<file path="src/verilog/rv_pkg.sv">
// shared widths, opcodes and structs for the RV32I execute slice; only LUI, OP and OP-IMM exist
package rv_pkg;

   localparam int XLEN = 32;
   localparam int NREGS = 32;

   typedef logic [XLEN-1:0] word_t;
   typedef logic [$clog2(NREGS)-1:0] reg_addr_t;
   typedef logic [31:0] inst_t;

   // major opcodes, instruction bits 6..2
   localparam logic [4:0] OPC_LUI = 5'b01101;
   localparam logic [4:0] OPC_OP = 5'b01100;
   localparam logic [4:0] OPC_OPIMM = 5'b00100;

   // funct fields the decoder checks
   localparam logic [2:0] F3_ADD = 3'b000;
   localparam logic [2:0] F3_SLL = 3'b001;
   localparam logic [2:0] F3_SR = 3'b101;
   localparam logic [6:0] F7_BASE = 7'h00;
   localparam logic [6:0] F7_ALT = 7'h20;

   // encoded as {funct7[5], funct3}
   typedef enum logic [3:0] {
      ALU_ADD = 4'b0000,
      ALU_SUB = 4'b1000,
      ALU_SLL = 4'b0001,
      ALU_SLT = 4'b0010,
      ALU_SLTU = 4'b0011,
      ALU_XOR = 4'b0100,
      ALU_SRL = 4'b0101,
      ALU_SRA = 4'b1101,
      ALU_OR = 4'b0110,
      ALU_AND = 4'b0111
   } alu_op_t;

   // request to the ALU, travels alongside the operand read
   typedef struct packed {
      alu_op_t op;
      logic use_imm; // operand 2 from imm, not rs2
      word_t imm;
   } alu_req_t;

   // writeback bookkeeping, rides the long delay line
   typedef struct packed {
      logic valid;
      logic illegal;
      reg_addr_t rd;
   } wb_tag_t;

   // result leaving the slice, also the regfile write port
   typedef struct packed {
      logic valid;
      logic illegal;
      reg_addr_t rd;
      word_t data;
   } wb_t;

   // register file read delay
   localparam int OPERAND_LATENCY = 1;

   // issue to result, regfile read plus two ALU stages
   localparam int WB_LATENCY = 3;

endpackage

</file>
<file path="src/verilog/rv_alu.sv">
// two-stage ALU, operands registered then results; shifts and compares split in 16-bit halves
`timescale 1ns/100ps

module rv_alu (
   input  logic             i_clk,
   input  rv_pkg::word_t    i_op1,
   input  rv_pkg::word_t    i_op2,
   input  rv_pkg::alu_req_t i_req,
   output rv_pkg::word_t    o_result
);
   import rv_pkg::*;

   // stage one
   word_t op1_p;
   word_t op2_p;
   alu_op_t op_p;

   // stage two
   alu_op_t op_pp;
   word_t add_pp;
   word_t sub_pp;
   word_t xor_pp;
   word_t or_pp;
   word_t and_pp;
   word_t sll_pp;
   word_t srl_pp;
   word_t sra_pp;
   logic sh16_pp;      // shift amount bit 4
   logic slt_hi_pp;
   logic sltu_hi_pp;
   logic hi_eq_pp;
   logic lt_lo_pp;     // low halves, always unsigned

   always_ff @(posedge i_clk) begin
      op1_p <= i_op1;
      op2_p <= i_req.use_imm ? i_req.imm : i_op2;
      op_p <= i_req.op;
   end

   always_ff @(posedge i_clk) begin
      op_pp <= op_p;
      add_pp <= op1_p + op2_p;
      sub_pp <= op1_p - op2_p;
      xor_pp <= op1_p ^ op2_p;
      or_pp <= op1_p | op2_p;
      and_pp <= op1_p & op2_p;

      // low four bits here, the 16 step is done at the output mux
      sll_pp <= op1_p << op2_p[3:0];
      srl_pp <= op1_p >> op2_p[3:0];
      sra_pp <= $signed(op1_p) >>> op2_p[3:0];
      sh16_pp <= op2_p[4];

      slt_hi_pp <= $signed(op1_p[31:16]) < $signed(op2_p[31:16]);
      sltu_hi_pp <= op1_p[31:16] < op2_p[31:16];
      hi_eq_pp <= op1_p[31:16] == op2_p[31:16];
      lt_lo_pp <= op1_p[15:0] < op2_p[15:0];
   end

   always_comb begin
      case (op_pp)
         ALU_ADD: o_result = add_pp;
         ALU_SUB: o_result = sub_pp;
         ALU_SLL: o_result = sh16_pp ? {sll_pp[15:0], 16'b0} : sll_pp;
         ALU_SRL: o_result = sh16_pp ? {16'b0, srl_pp[31:16]} : srl_pp;
         ALU_SRA: begin
            o_result = sh16_pp ? {{16{sra_pp[31]}}, sra_pp[31:16]} : sra_pp;
         end
         // low halves decide only on a high-half tie
         ALU_SLT: o_result = {31'b0, hi_eq_pp ? lt_lo_pp : slt_hi_pp};
         ALU_SLTU: o_result = {31'b0, hi_eq_pp ? lt_lo_pp : sltu_hi_pp};
         ALU_XOR: o_result = xor_pp;
         ALU_OR: o_result = or_pp;
         ALU_AND: o_result = and_pp;
         default: o_result = add_pp;
      endcase
   end

endmodule

</file>
<file path="src/verilog/rv_decoder.sv">
// combinational decoder for LUI, OP and OP-IMM only; anything else is flagged illegal
`timescale 1ns/100ps

module rv_decoder (
   input  rv_pkg::inst_t     i_inst,
   output rv_pkg::reg_addr_t o_rs1,
   output rv_pkg::reg_addr_t o_rs2,
   output rv_pkg::reg_addr_t o_rd,
   output rv_pkg::alu_req_t  o_alu_req,
   output logic              o_illegal
);
   import rv_pkg::*;

   logic [4:0] opcode;
   logic [2:0] funct3;
   logic [6:0] funct7;
   word_t imm_i;
   word_t imm_u;

   assign opcode = i_inst[6:2];
   assign funct3 = i_inst[14:12];
   assign funct7 = i_inst[31:25];

   assign imm_i = {{20{i_inst[31]}}, i_inst[31:20]};
   assign imm_u = {i_inst[31:12], 12'b0};

   always_comb begin
      o_rs1 = i_inst[19:15];
      o_rs2 = i_inst[24:20];
      o_rd = i_inst[11:7];
      o_alu_req.op = ALU_ADD;
      o_alu_req.use_imm = 1'b0;
      o_alu_req.imm = imm_i;
      o_illegal = 1'b0;

      if (i_inst[1:0] != 2'b11) begin // compressed or reserved
         o_illegal = 1'b1;
      end else begin
         case (opcode)
            OPC_LUI: begin
               // x0 + imm
               o_rs1 = '0;
               o_alu_req.use_imm = 1'b1;
               o_alu_req.imm = imm_u;
            end

            OPC_OP: begin
               o_alu_req.op = alu_op_t'({funct7[5], funct3});
               if (funct7 == F7_ALT) begin
                  // only sub and sra take the alternate funct7
                  o_illegal = (funct3 != F3_ADD) && (funct3 != F3_SR);
               end else begin
                  o_illegal = (funct7 != F7_BASE);
               end
            end

            OPC_OPIMM: begin
               // bit 3 only meaningful for srai
               o_alu_req.op = alu_op_t'({(funct3 == F3_SR) & funct7[5], funct3});
               o_alu_req.use_imm = 1'b1;
               if (funct3 == F3_SLL) begin
                  o_illegal = (funct7 != F7_BASE);
               end else if (funct3 == F3_SR) begin
                  o_illegal = (funct7 != F7_BASE) && (funct7 != F7_ALT);
               end
            end

            default: begin
               o_illegal = 1'b1;
            end
         endcase
      end
   end

endmodule

</file>
<file path="src/verilog/rv_exec_top.sv">
// execute slice top; no stall, no interlock, issuer keeps dependent ops three cycles apart
`timescale 1ns/100ps

module rv_exec_top (
   input  logic          i_clk,
   input  logic          i_rst,
   input  logic          i_valid,
   input  rv_pkg::inst_t i_inst,
   output rv_pkg::wb_t   o_wb
);
   import rv_pkg::*;

   reg_addr_t rs1;
   reg_addr_t rs2;
   reg_addr_t rd;
   logic illegal;
   alu_req_t alu_req;
   alu_req_t alu_req_d;
   wb_tag_t tag;
   wb_tag_t tag_d;
   word_t op1;
   word_t op2;
   word_t result;

   rv_decoder i_rv_decoder (
      .i_inst    (i_inst),
      .o_rs1     (rs1),
      .o_rs2     (rs2),
      .o_rd      (rd),
      .o_alu_req (alu_req),
      .o_illegal (illegal)
   );

   // illegal only means something on an issue slot
   assign tag = '{valid: i_valid, illegal: i_valid && illegal, rd: rd};

   // lines the request up with the operands
   stage_delay #(.DEPTH(OPERAND_LATENCY), .T(alu_req_t)) i_req_delay (
      .i_clk (i_clk),
      .i_rst (i_rst),
      .i_d   (alu_req),
      .o_q   (alu_req_d)
   );

   stage_delay #(.DEPTH(WB_LATENCY), .T(wb_tag_t)) i_tag_delay (
      .i_clk (i_clk),
      .i_rst (i_rst),
      .i_d   (tag),
      .o_q   (tag_d)
   );

   rv_regfile i_rv_regfile (
      .i_clk (i_clk),
      .i_rs1 (rs1),
      .i_rs2 (rs2),
      .i_wb  (o_wb),
      .o_op1 (op1),
      .o_op2 (op2)
   );

   rv_alu i_rv_alu (
      .i_clk    (i_clk),
      .i_op1    (op1),
      .i_op2    (op2),
      .i_req    (alu_req_d),
      .o_result (result)
   );

   // result goes out and back into the regfile in the same cycle
   assign o_wb = '{valid: tag_d.valid, illegal: tag_d.illegal, rd: tag_d.rd, data: result};

endmodule

</file>
<file path="src/verilog/rv_regfile.sv">
// 32x32 regfile, one cycle registered read, x0 reads zero; contents are not reset
`timescale 1ns/100ps

module rv_regfile (
   input  logic              i_clk,
   input  rv_pkg::reg_addr_t i_rs1,
   input  rv_pkg::reg_addr_t i_rs2,
   input  rv_pkg::wb_t       i_wb,
   output rv_pkg::word_t     o_op1,
   output rv_pkg::word_t     o_op2
);
   import rv_pkg::*;

   word_t mem [NREGS];

   logic wr_en;
   logic wr_en_q;
   reg_addr_t wr_rd_q;
   word_t wr_data_q;
   word_t op1_q;
   word_t op2_q;

   // illegal results and x0 never reach the array
   assign wr_en = i_wb.valid && !i_wb.illegal && (i_wb.rd != '0);

   // array write lags a cycle, the two bypass levels hide that
   function automatic word_t read_port(reg_addr_t rs);
      word_t val;
      if (rs == '0) begin
         val = '0;
      end else if (wr_en && (i_wb.rd == rs)) begin
         val = i_wb.data;
      end else if (wr_en_q && (wr_rd_q == rs)) begin
         val = wr_data_q;
      end else begin
         val = mem[rs];
      end
      return val;
   endfunction

   always_ff @(posedge i_clk) begin
      wr_en_q <= wr_en;
      wr_rd_q <= i_wb.rd;
      wr_data_q <= i_wb.data;
      if (wr_en_q) begin
         mem[wr_rd_q] <= wr_data_q;
      end

      op1_q <= read_port(i_rs1);
      op2_q <= read_port(i_rs2);
   end

   assign o_op1 = op1_q;
   assign o_op2 = op2_q;

endmodule

</file>
<file path="src/verilog/stage_delay.sv">
// fixed delay line for any packed payload, DEPTH of at least 1, clears to zero on reset
`timescale 1ns/100ps

module stage_delay #(
   parameter int DEPTH = 1,
   parameter type T = logic
) (
   input  logic i_clk,
   input  logic i_rst,
   input  T     i_d,
   output T     o_q
);

   T pipe [DEPTH];

   always_ff @(posedge i_clk) begin
      if (i_rst) begin
         for (int i = 0; i < DEPTH; i++) begin
            pipe[i] <= '0;
         end
      end else begin
         pipe[0] <= i_d;
         for (int i = 1; i < DEPTH; i++) begin
            pipe[i] <= pipe[i-1];
         end
      end
   end

   assign o_q = pipe[DEPTH-1];

endmodule
</file>
<file path="config.mk">
export PLATFORM = sky130hd
export DESIGN_NAME = rv_exec_top
export DESIGN_NICKNAME = d
export VERILOG_FILES = /design/src/verilog/rv_pkg.sv /design/src/verilog/rv_alu.sv /design/src/verilog/rv_decoder.sv /design/src/verilog/rv_exec_top.sv /design/src/verilog/rv_regfile.sv /design/src/verilog/stage_delay.sv
export SDC_FILE = /design/constraint.sdc
export NUM_CORES = 2
export LEC_CHECK = 0
export BUFFER_PORTS_ARGS = -buffer_cell sky130_fd_sc_hd__buf_2
export CELL_PAD_IN_SITES_DETAIL_PLACEMENT = 1
export CELL_PAD_IN_SITES_GLOBAL_PLACEMENT = 1
export CORE_MARGIN = 3
export CORE_UTILIZATION = 40
export DETAILED_ROUTE_END_ITERATION = 7
export PLACE_DENSITY_LB_ADDON = 0.3
export SYNTH_ARGS = -nofsm -noshare
export SYNTH_HDL_FRONTEND = slang
export SYNTH_SLANG_ARGS = --single-unit
</file>
<file path="constraint.sdc">
create_clock -name i_clk -period 8.2 [get_ports i_clk]
set_input_delay 0.82 -clock i_clk [delete_from_list [all_inputs] [get_ports i_clk]]
set_output_delay 0.82 -clock i_clk [all_outputs]
set_load 0.02 [all_outputs]
</file>
## Yosys cells after proc, flatten, opt, wreduce, memory -nomap -nowiden

Memory sizes are Yosys's and may differ from the RTL's.
Index checks and enable logic that the tools add are counted.

- Memories: 3
- RAM bits: 1082
- Input bits: 35
- Memory bits (read-only): 0
- Output and inout port bits: 39
- Word-level logic and storage cells: 112
- Latch bits: 0
- Flip-flop bits (word level): 435

Memory list:

| name | words | width | read ports | clocked after memory_dff | write ports | line | RTL |
|---|---|---|---|---|---|---|---|
| i_rv_regfile.mem | 32 | 32 | 2 | 0 | 1 | rv_regfile.sv:14 | `word_t mem [NREGS];` |
| i_req_delay.pipe | 1 | 37 | 1 | 0 | 1 | stage_delay.sv:14 | `T pipe [DEPTH];` |
| i_tag_delay.pipe | 3 | 7 | 3 | 0 | 3 | stage_delay.sv:14 |  |

- $lt $le $gt $ge: 3
- Bitwise logic cells: 7
- Div/mod/pow operators: 0
- Multipliers: 0
- Reduce and logical (&&, ||, !) cells: 17
- Eq/ne operators: 23
- Shifts and indexed selects: 3
- Muxes and demuxes: 32
- Add/subtract/negate cells: 2

Operators by type and width:

| cell | count |
|---|---|
| 32-bit case mux with 9 select lines | 1 |
| 32-bit two-way mux | 7 |
| 37-bit two-way mux | 2 |
| 31-bit two-way mux | 2 |
| 16-bit < comparator | 3 |
| 37-bit OR reduction | 1 |
| 32-bit adder | 1 |
| 32-bit AND | 1 |
| 32-bit bitwise OR | 1 |
| 32-bit by 4-bit left shift with 32-bit output | 1 |
| 32-bit by 4-bit >> shifter with 32-bit output | 1 |
| 32-bit by 4-bit >>> shifter with 32-bit output | 1 |
| 32-bit subtractor | 1 |
| 32-bit bitwise XOR | 1 |
| 7-bit two-way mux | 3 |
| 5-bit equality test | 4 |
| 16-bit equality test | 1 |
| 4-bit by 3-bit equality test with 1-bit output, second input constant | 4 |
| 1-bit two-way mux | 13 |
| 5-bit by 4-bit equality test with 1-bit output, second input constant | 2 |
| 5-bit zero test | 2 |
| 5-bit two-way mux | 2 |
| 1-bit logical AND | 9 |
| 4-bit by 2-bit equality test with 1-bit output, second input constant | 2 |
| 18 further kinds | 21 |

## Longest topological paths before layout

- Depth in word-level cells: 8
- Gate-level depth with buffers: 14
- Mapped depth without buffers: 12

## Cells and area by module

A second synthesis with hierarchy kept.

- Cell total of the unflattened synthesis: 4927
- Area total of the unflattened synthesis: 68938.6 um2

Modules (own cells, without submodules):

| module | area an instance (um2) | times used | cells an instance |
|---|---|---|---|
| rv_regfile | 51045.2 | 1 | 3085 |
| rv_alu | 15640.0 | 1 | 1637 |
| stage_delay at i_req_delay | 1023.5 | 1 | 77 |
| stage_delay at i_tag_delay | 676.9 | 1 | 51 |
| rv_decoder | 546.8 | 1 | 76 |
| rv_exec_top | 6.3 | 1 | 1 |

## Least setup slack after synthesis

Ideal clock, no wire load.

- Kind: reg-to-reg
- Start: register i_rv_alu.op2_p[2]
- End: register i_rv_alu.add_pp[30]
- Stages on the path, launching flop included: 15
- Path buffers: 4
- Library setup time: 129 ps
- Clock period less this slack: 3544 ps
- Path slack: 4656 ps
- Arrival: 3415 ps
- Path through: dfxtp_1 clkbuf_1 clkinv_1 clkbuf_1 buf_1 ha_1 buf_2 a211oi_1 o21ai_0 a31oi_1 o22a_1 o41ai_2 a2111oi_2 a21oi_1 xor2_1

- Word-level cells in the longest chain between the ends: 1

RTL lines:

| element | line | RTL |
|---|---|---|
| start, declared | rv_alu.sv:15 | `word_t op2_p;` |
| start signal, assigned | rv_alu.sv:36 | `op2_p <= i_req.use_imm ? i_req.imm : i_op2;` |
| 32-bit adder | rv_alu.sv:42 | `add_pp <= op1_p + op2_p;` |
| end signal, assigned | rv_alu.sv:42 |  |
| end, declared | rv_alu.sv:20 | `word_t add_pp;` |

Every way passes these cells.
A chain may end at the register's enable or synchronous reset.

==> impl_metrics.ini <==
[timing]
slew_headroom_pct = 2.987
fin_setup_tns_ns = 0
rsz0062_at_grt = no
fin_skew_ns = 0.06796
clock.fmax_mhz = 184.8
period_share_pct = 66.00
setup_violations = 0
report.final.slew_viol_count = 0
hold_ws_ns = 0.1920
worst_pin_slew_ns = 1.455
hold_viol_final = 0
period_needed_ns = 5.412

[clock_network]
cts_buffers = 166
clk_pin_slew_ns = 0.06
cts_hold_buffers = 0
clock_latency_ns = 0.86
root_buffer = clkbuf_16
cts_tree = yes
post-cts-setup-buffers = 0
htreeDepth = 4
cts_resized = 0
cts.sinks = 1498
clk_path_buf_depth = 3

[routing]
firstDrtPassIters = 5
drt_wl_total_um = 259800
post-route-drc-count = 0
drtAntennaViolNets = 0
wl_per_cell_um = 34.72
routed_via_density = 6.387
drt_iter0_markers = 5869
vias = 47795

[global_route]
first_global_vias = 49055
grt_max_degree = 131
track_usage_pct = 29.07
overflow = 0
grt_antenna_before_repair = 10
grt_pass1_wl_um = 366500

[yosys]
netlist_top_cells_count = 1,024 x edfxtp_1, 474 x dfxtp_1, 379 x mux4_2, 338 x nand2_1, 333 x nor2_1
seq_area_frac_synth_pct = 58.47
synthTopCellsByArea = edfxtp_1 45%, dfxtp_1 14%, mux4_2 12%, mux2i_1 4.5%, nand2_1 1.8%
synthArstFlopShare_pct = 0
syn_inst = 5048
ys_ff_latch = 1498
synth_edf_count = 1024
synth_top_area_cell = edfxtp_1
yosysTopAreaCellShare_pct = 44.68
syn_area_um2 = 68820
yosysMostFrequentCell = edfxtp_1
syn_area_per_cell_um2 = 13.63
ys.warnings.count = 0
synth_flop_cell = edfxtp_1
synth_cell_type_count = 103
syn-num-nets = 5183

[floorplanning]
initial_core_util_pct = 40.43
die-area_um2 = 177100
fp-row-count = 151
io_pins = 74
core-area_um2 = 170200
die_h_um = 420.8
die_w_um = 420.8

[placement]
dp_hpwl_um = 163600
place_area_um2 = 71790
port_buffers = 73
gp_congestion = 0.8971
placed_cells = 7163

[worst_hold_path]
worstHoldPathCells = 2
worstHoldStart = i_inst[10]
hold_path_class = input pin to flip-flop

[worst_setup_path]
critPathCaptureType = primary output
critPathKind = flip-flop to primary output
startpoint_type = flip-flop
required_ns = 7.38
rr_worst_depth = 13
critPathArrivalTime_ns = 4.59
regToRegSetupSlack_ns = 3.41
critPathLaunch = i_rv_alu.op_pp[0]
crit_fanout = 20
r2r_start = i_rv_alu.op2_p[2]

[power_and_ir_drop]
p_total_mw = 21.38
pwr-share-seq_pct = 47.5
pwr-share-clk_pct = 36.4
switchingPower_mw = 6.445
power_leakage_nw = 27.14
vdd_drop_max_mv = 0.1992
power_density_nw_per_um2 = 275.9
internal_power_mw = 14.94
p_comb_share_pct = 16.2
sw_frac_of_total_pct = 30.14

[outcome]
outcome = completed

[finish]
syn2layout_area_growth_pct = 12.63
nets = 5171
fin_area_um2 = 77520
drive_gt1_share_pct = 19.69
finalNonFillerCells = 7483

[job]
cap_violations = 0
[layer usage]
metal  track usage [%]  share of wire, %  vias up
met5                 0                 0        -
met4             16.62               6.4        0
met3             6.283               8.8      701
met2             46.38                47     2591
met1             36.71                38    24891
li1                  -                 -    19612
[critical path: stages (launching register included)]
cell and delay, ns:
dfxtp_1 0.31, buf_4 0.26, nand2b_1 0.31, nor3_4 0.79
buf_4 0.42, a221oi_1 0.13, a21oi_1 0.46, o32a_1 0.78
buf_2 0.30
[power by group through the flow]
| stage | sequential (mW) | combinational, mW | clock [mW] |
|---|---|---|---|
| floorplan | 10.1 | 1.89 | 0 |
| global placement | 10.3 | 3.33 | 0 |
| detailed placement | 10.3 | 3.39 | 0 |
| CTS | 10.1 | 3.41 | 7.86 |
| global route | 10.2 | 3.64 | 8.17 |
| finish | 10.2 | 3.45 | 7.78 |
[placed cells by master (no fill, tap or decap), types with 52 or more instances in the layout]
cell type and n:
o221ai_1 55, nand3_1 77, inv_1 148, mux4_2 379
o21ai_0 208, o22ai_1 56, a221oi_1 57, a211oi_1 63
dfxtp_1 468, nand2_1 336, a22oi_1 78, buf_2 65
nor2_1 294, mux2i_1 310, clkbuf_16 171, a21oi_1 224
edfxtp_1 1024, buf_4 136, nor3_1 52, ha_1 98
[final cells by class]
cell class              count  area [µm²]
diodes                      9       22.52
clock buffers             222        4691
clock inverters            89        1015
fillers                 17078       92710
inverters                 155       584.3
multi-input cells        3005       26580
flip-flops and latches   1498       40250
well taps                2295        2872
repair buffers            210        1503
[flip-flops by register name, summed over array words and instances, names as in the netlist, 32 cells and up]
signal,count
i_rv_regfile.mem,1024
i_req_delay.pipe,37
i_rv_alu.and_pp,32
i_rv_alu.op1_p,32
i_rv_alu.op2_p,32
i_rv_alu.or_pp,32
i_rv_alu.sll_pp,32
i_rv_alu.srl_pp,32
i_rv_alu.sub_pp,32
i_rv_regfile.o_op1,32
i_rv_regfile.o_op2,32
i_rv_regfile.wr_data_q,32
[logic make-up (layout without fill, tap and decap cells)]
kind of cell | Yosys count | after routing | share of synthesized area [%]
DFF | 1498 | 1498 | 58.47
AOI/OAI and AO/OA | 1106 | 1106 | 11.08
and+or+nand+nor | 993 | 993 | 6.554
muxes | 737 | 737 | 17.70
buffers and inverters | 545 | 676 | 3.485
adders and majority gates | 100 | 100 | 1.840
xor gates and xnor gates | 69 | 69 | 0.8781
other | 0 | 9 | 0
[final timing paths]
| check | endpoint |
|---|---|
| setup / recovery | o_wb[15] |
| hold / removal | i_tag_delay.pipe[0][3] |
| setup reg to reg | i_rv_alu.add_pp[29] |
| hold reg to reg | i_rv_alu.op_p[3] |
[metrics by stage]
step / utilization [%] / setup WS, ns
finish: 45.54 / 2.788
global route: 45.52 / 2.757
CTS: 45.52 / 2.841
detailed placement: 42.17 / 2.867
global placement: 42.17 / 2.860
floorplan: - / 4.656
Power figures use the tool's default switching activity.
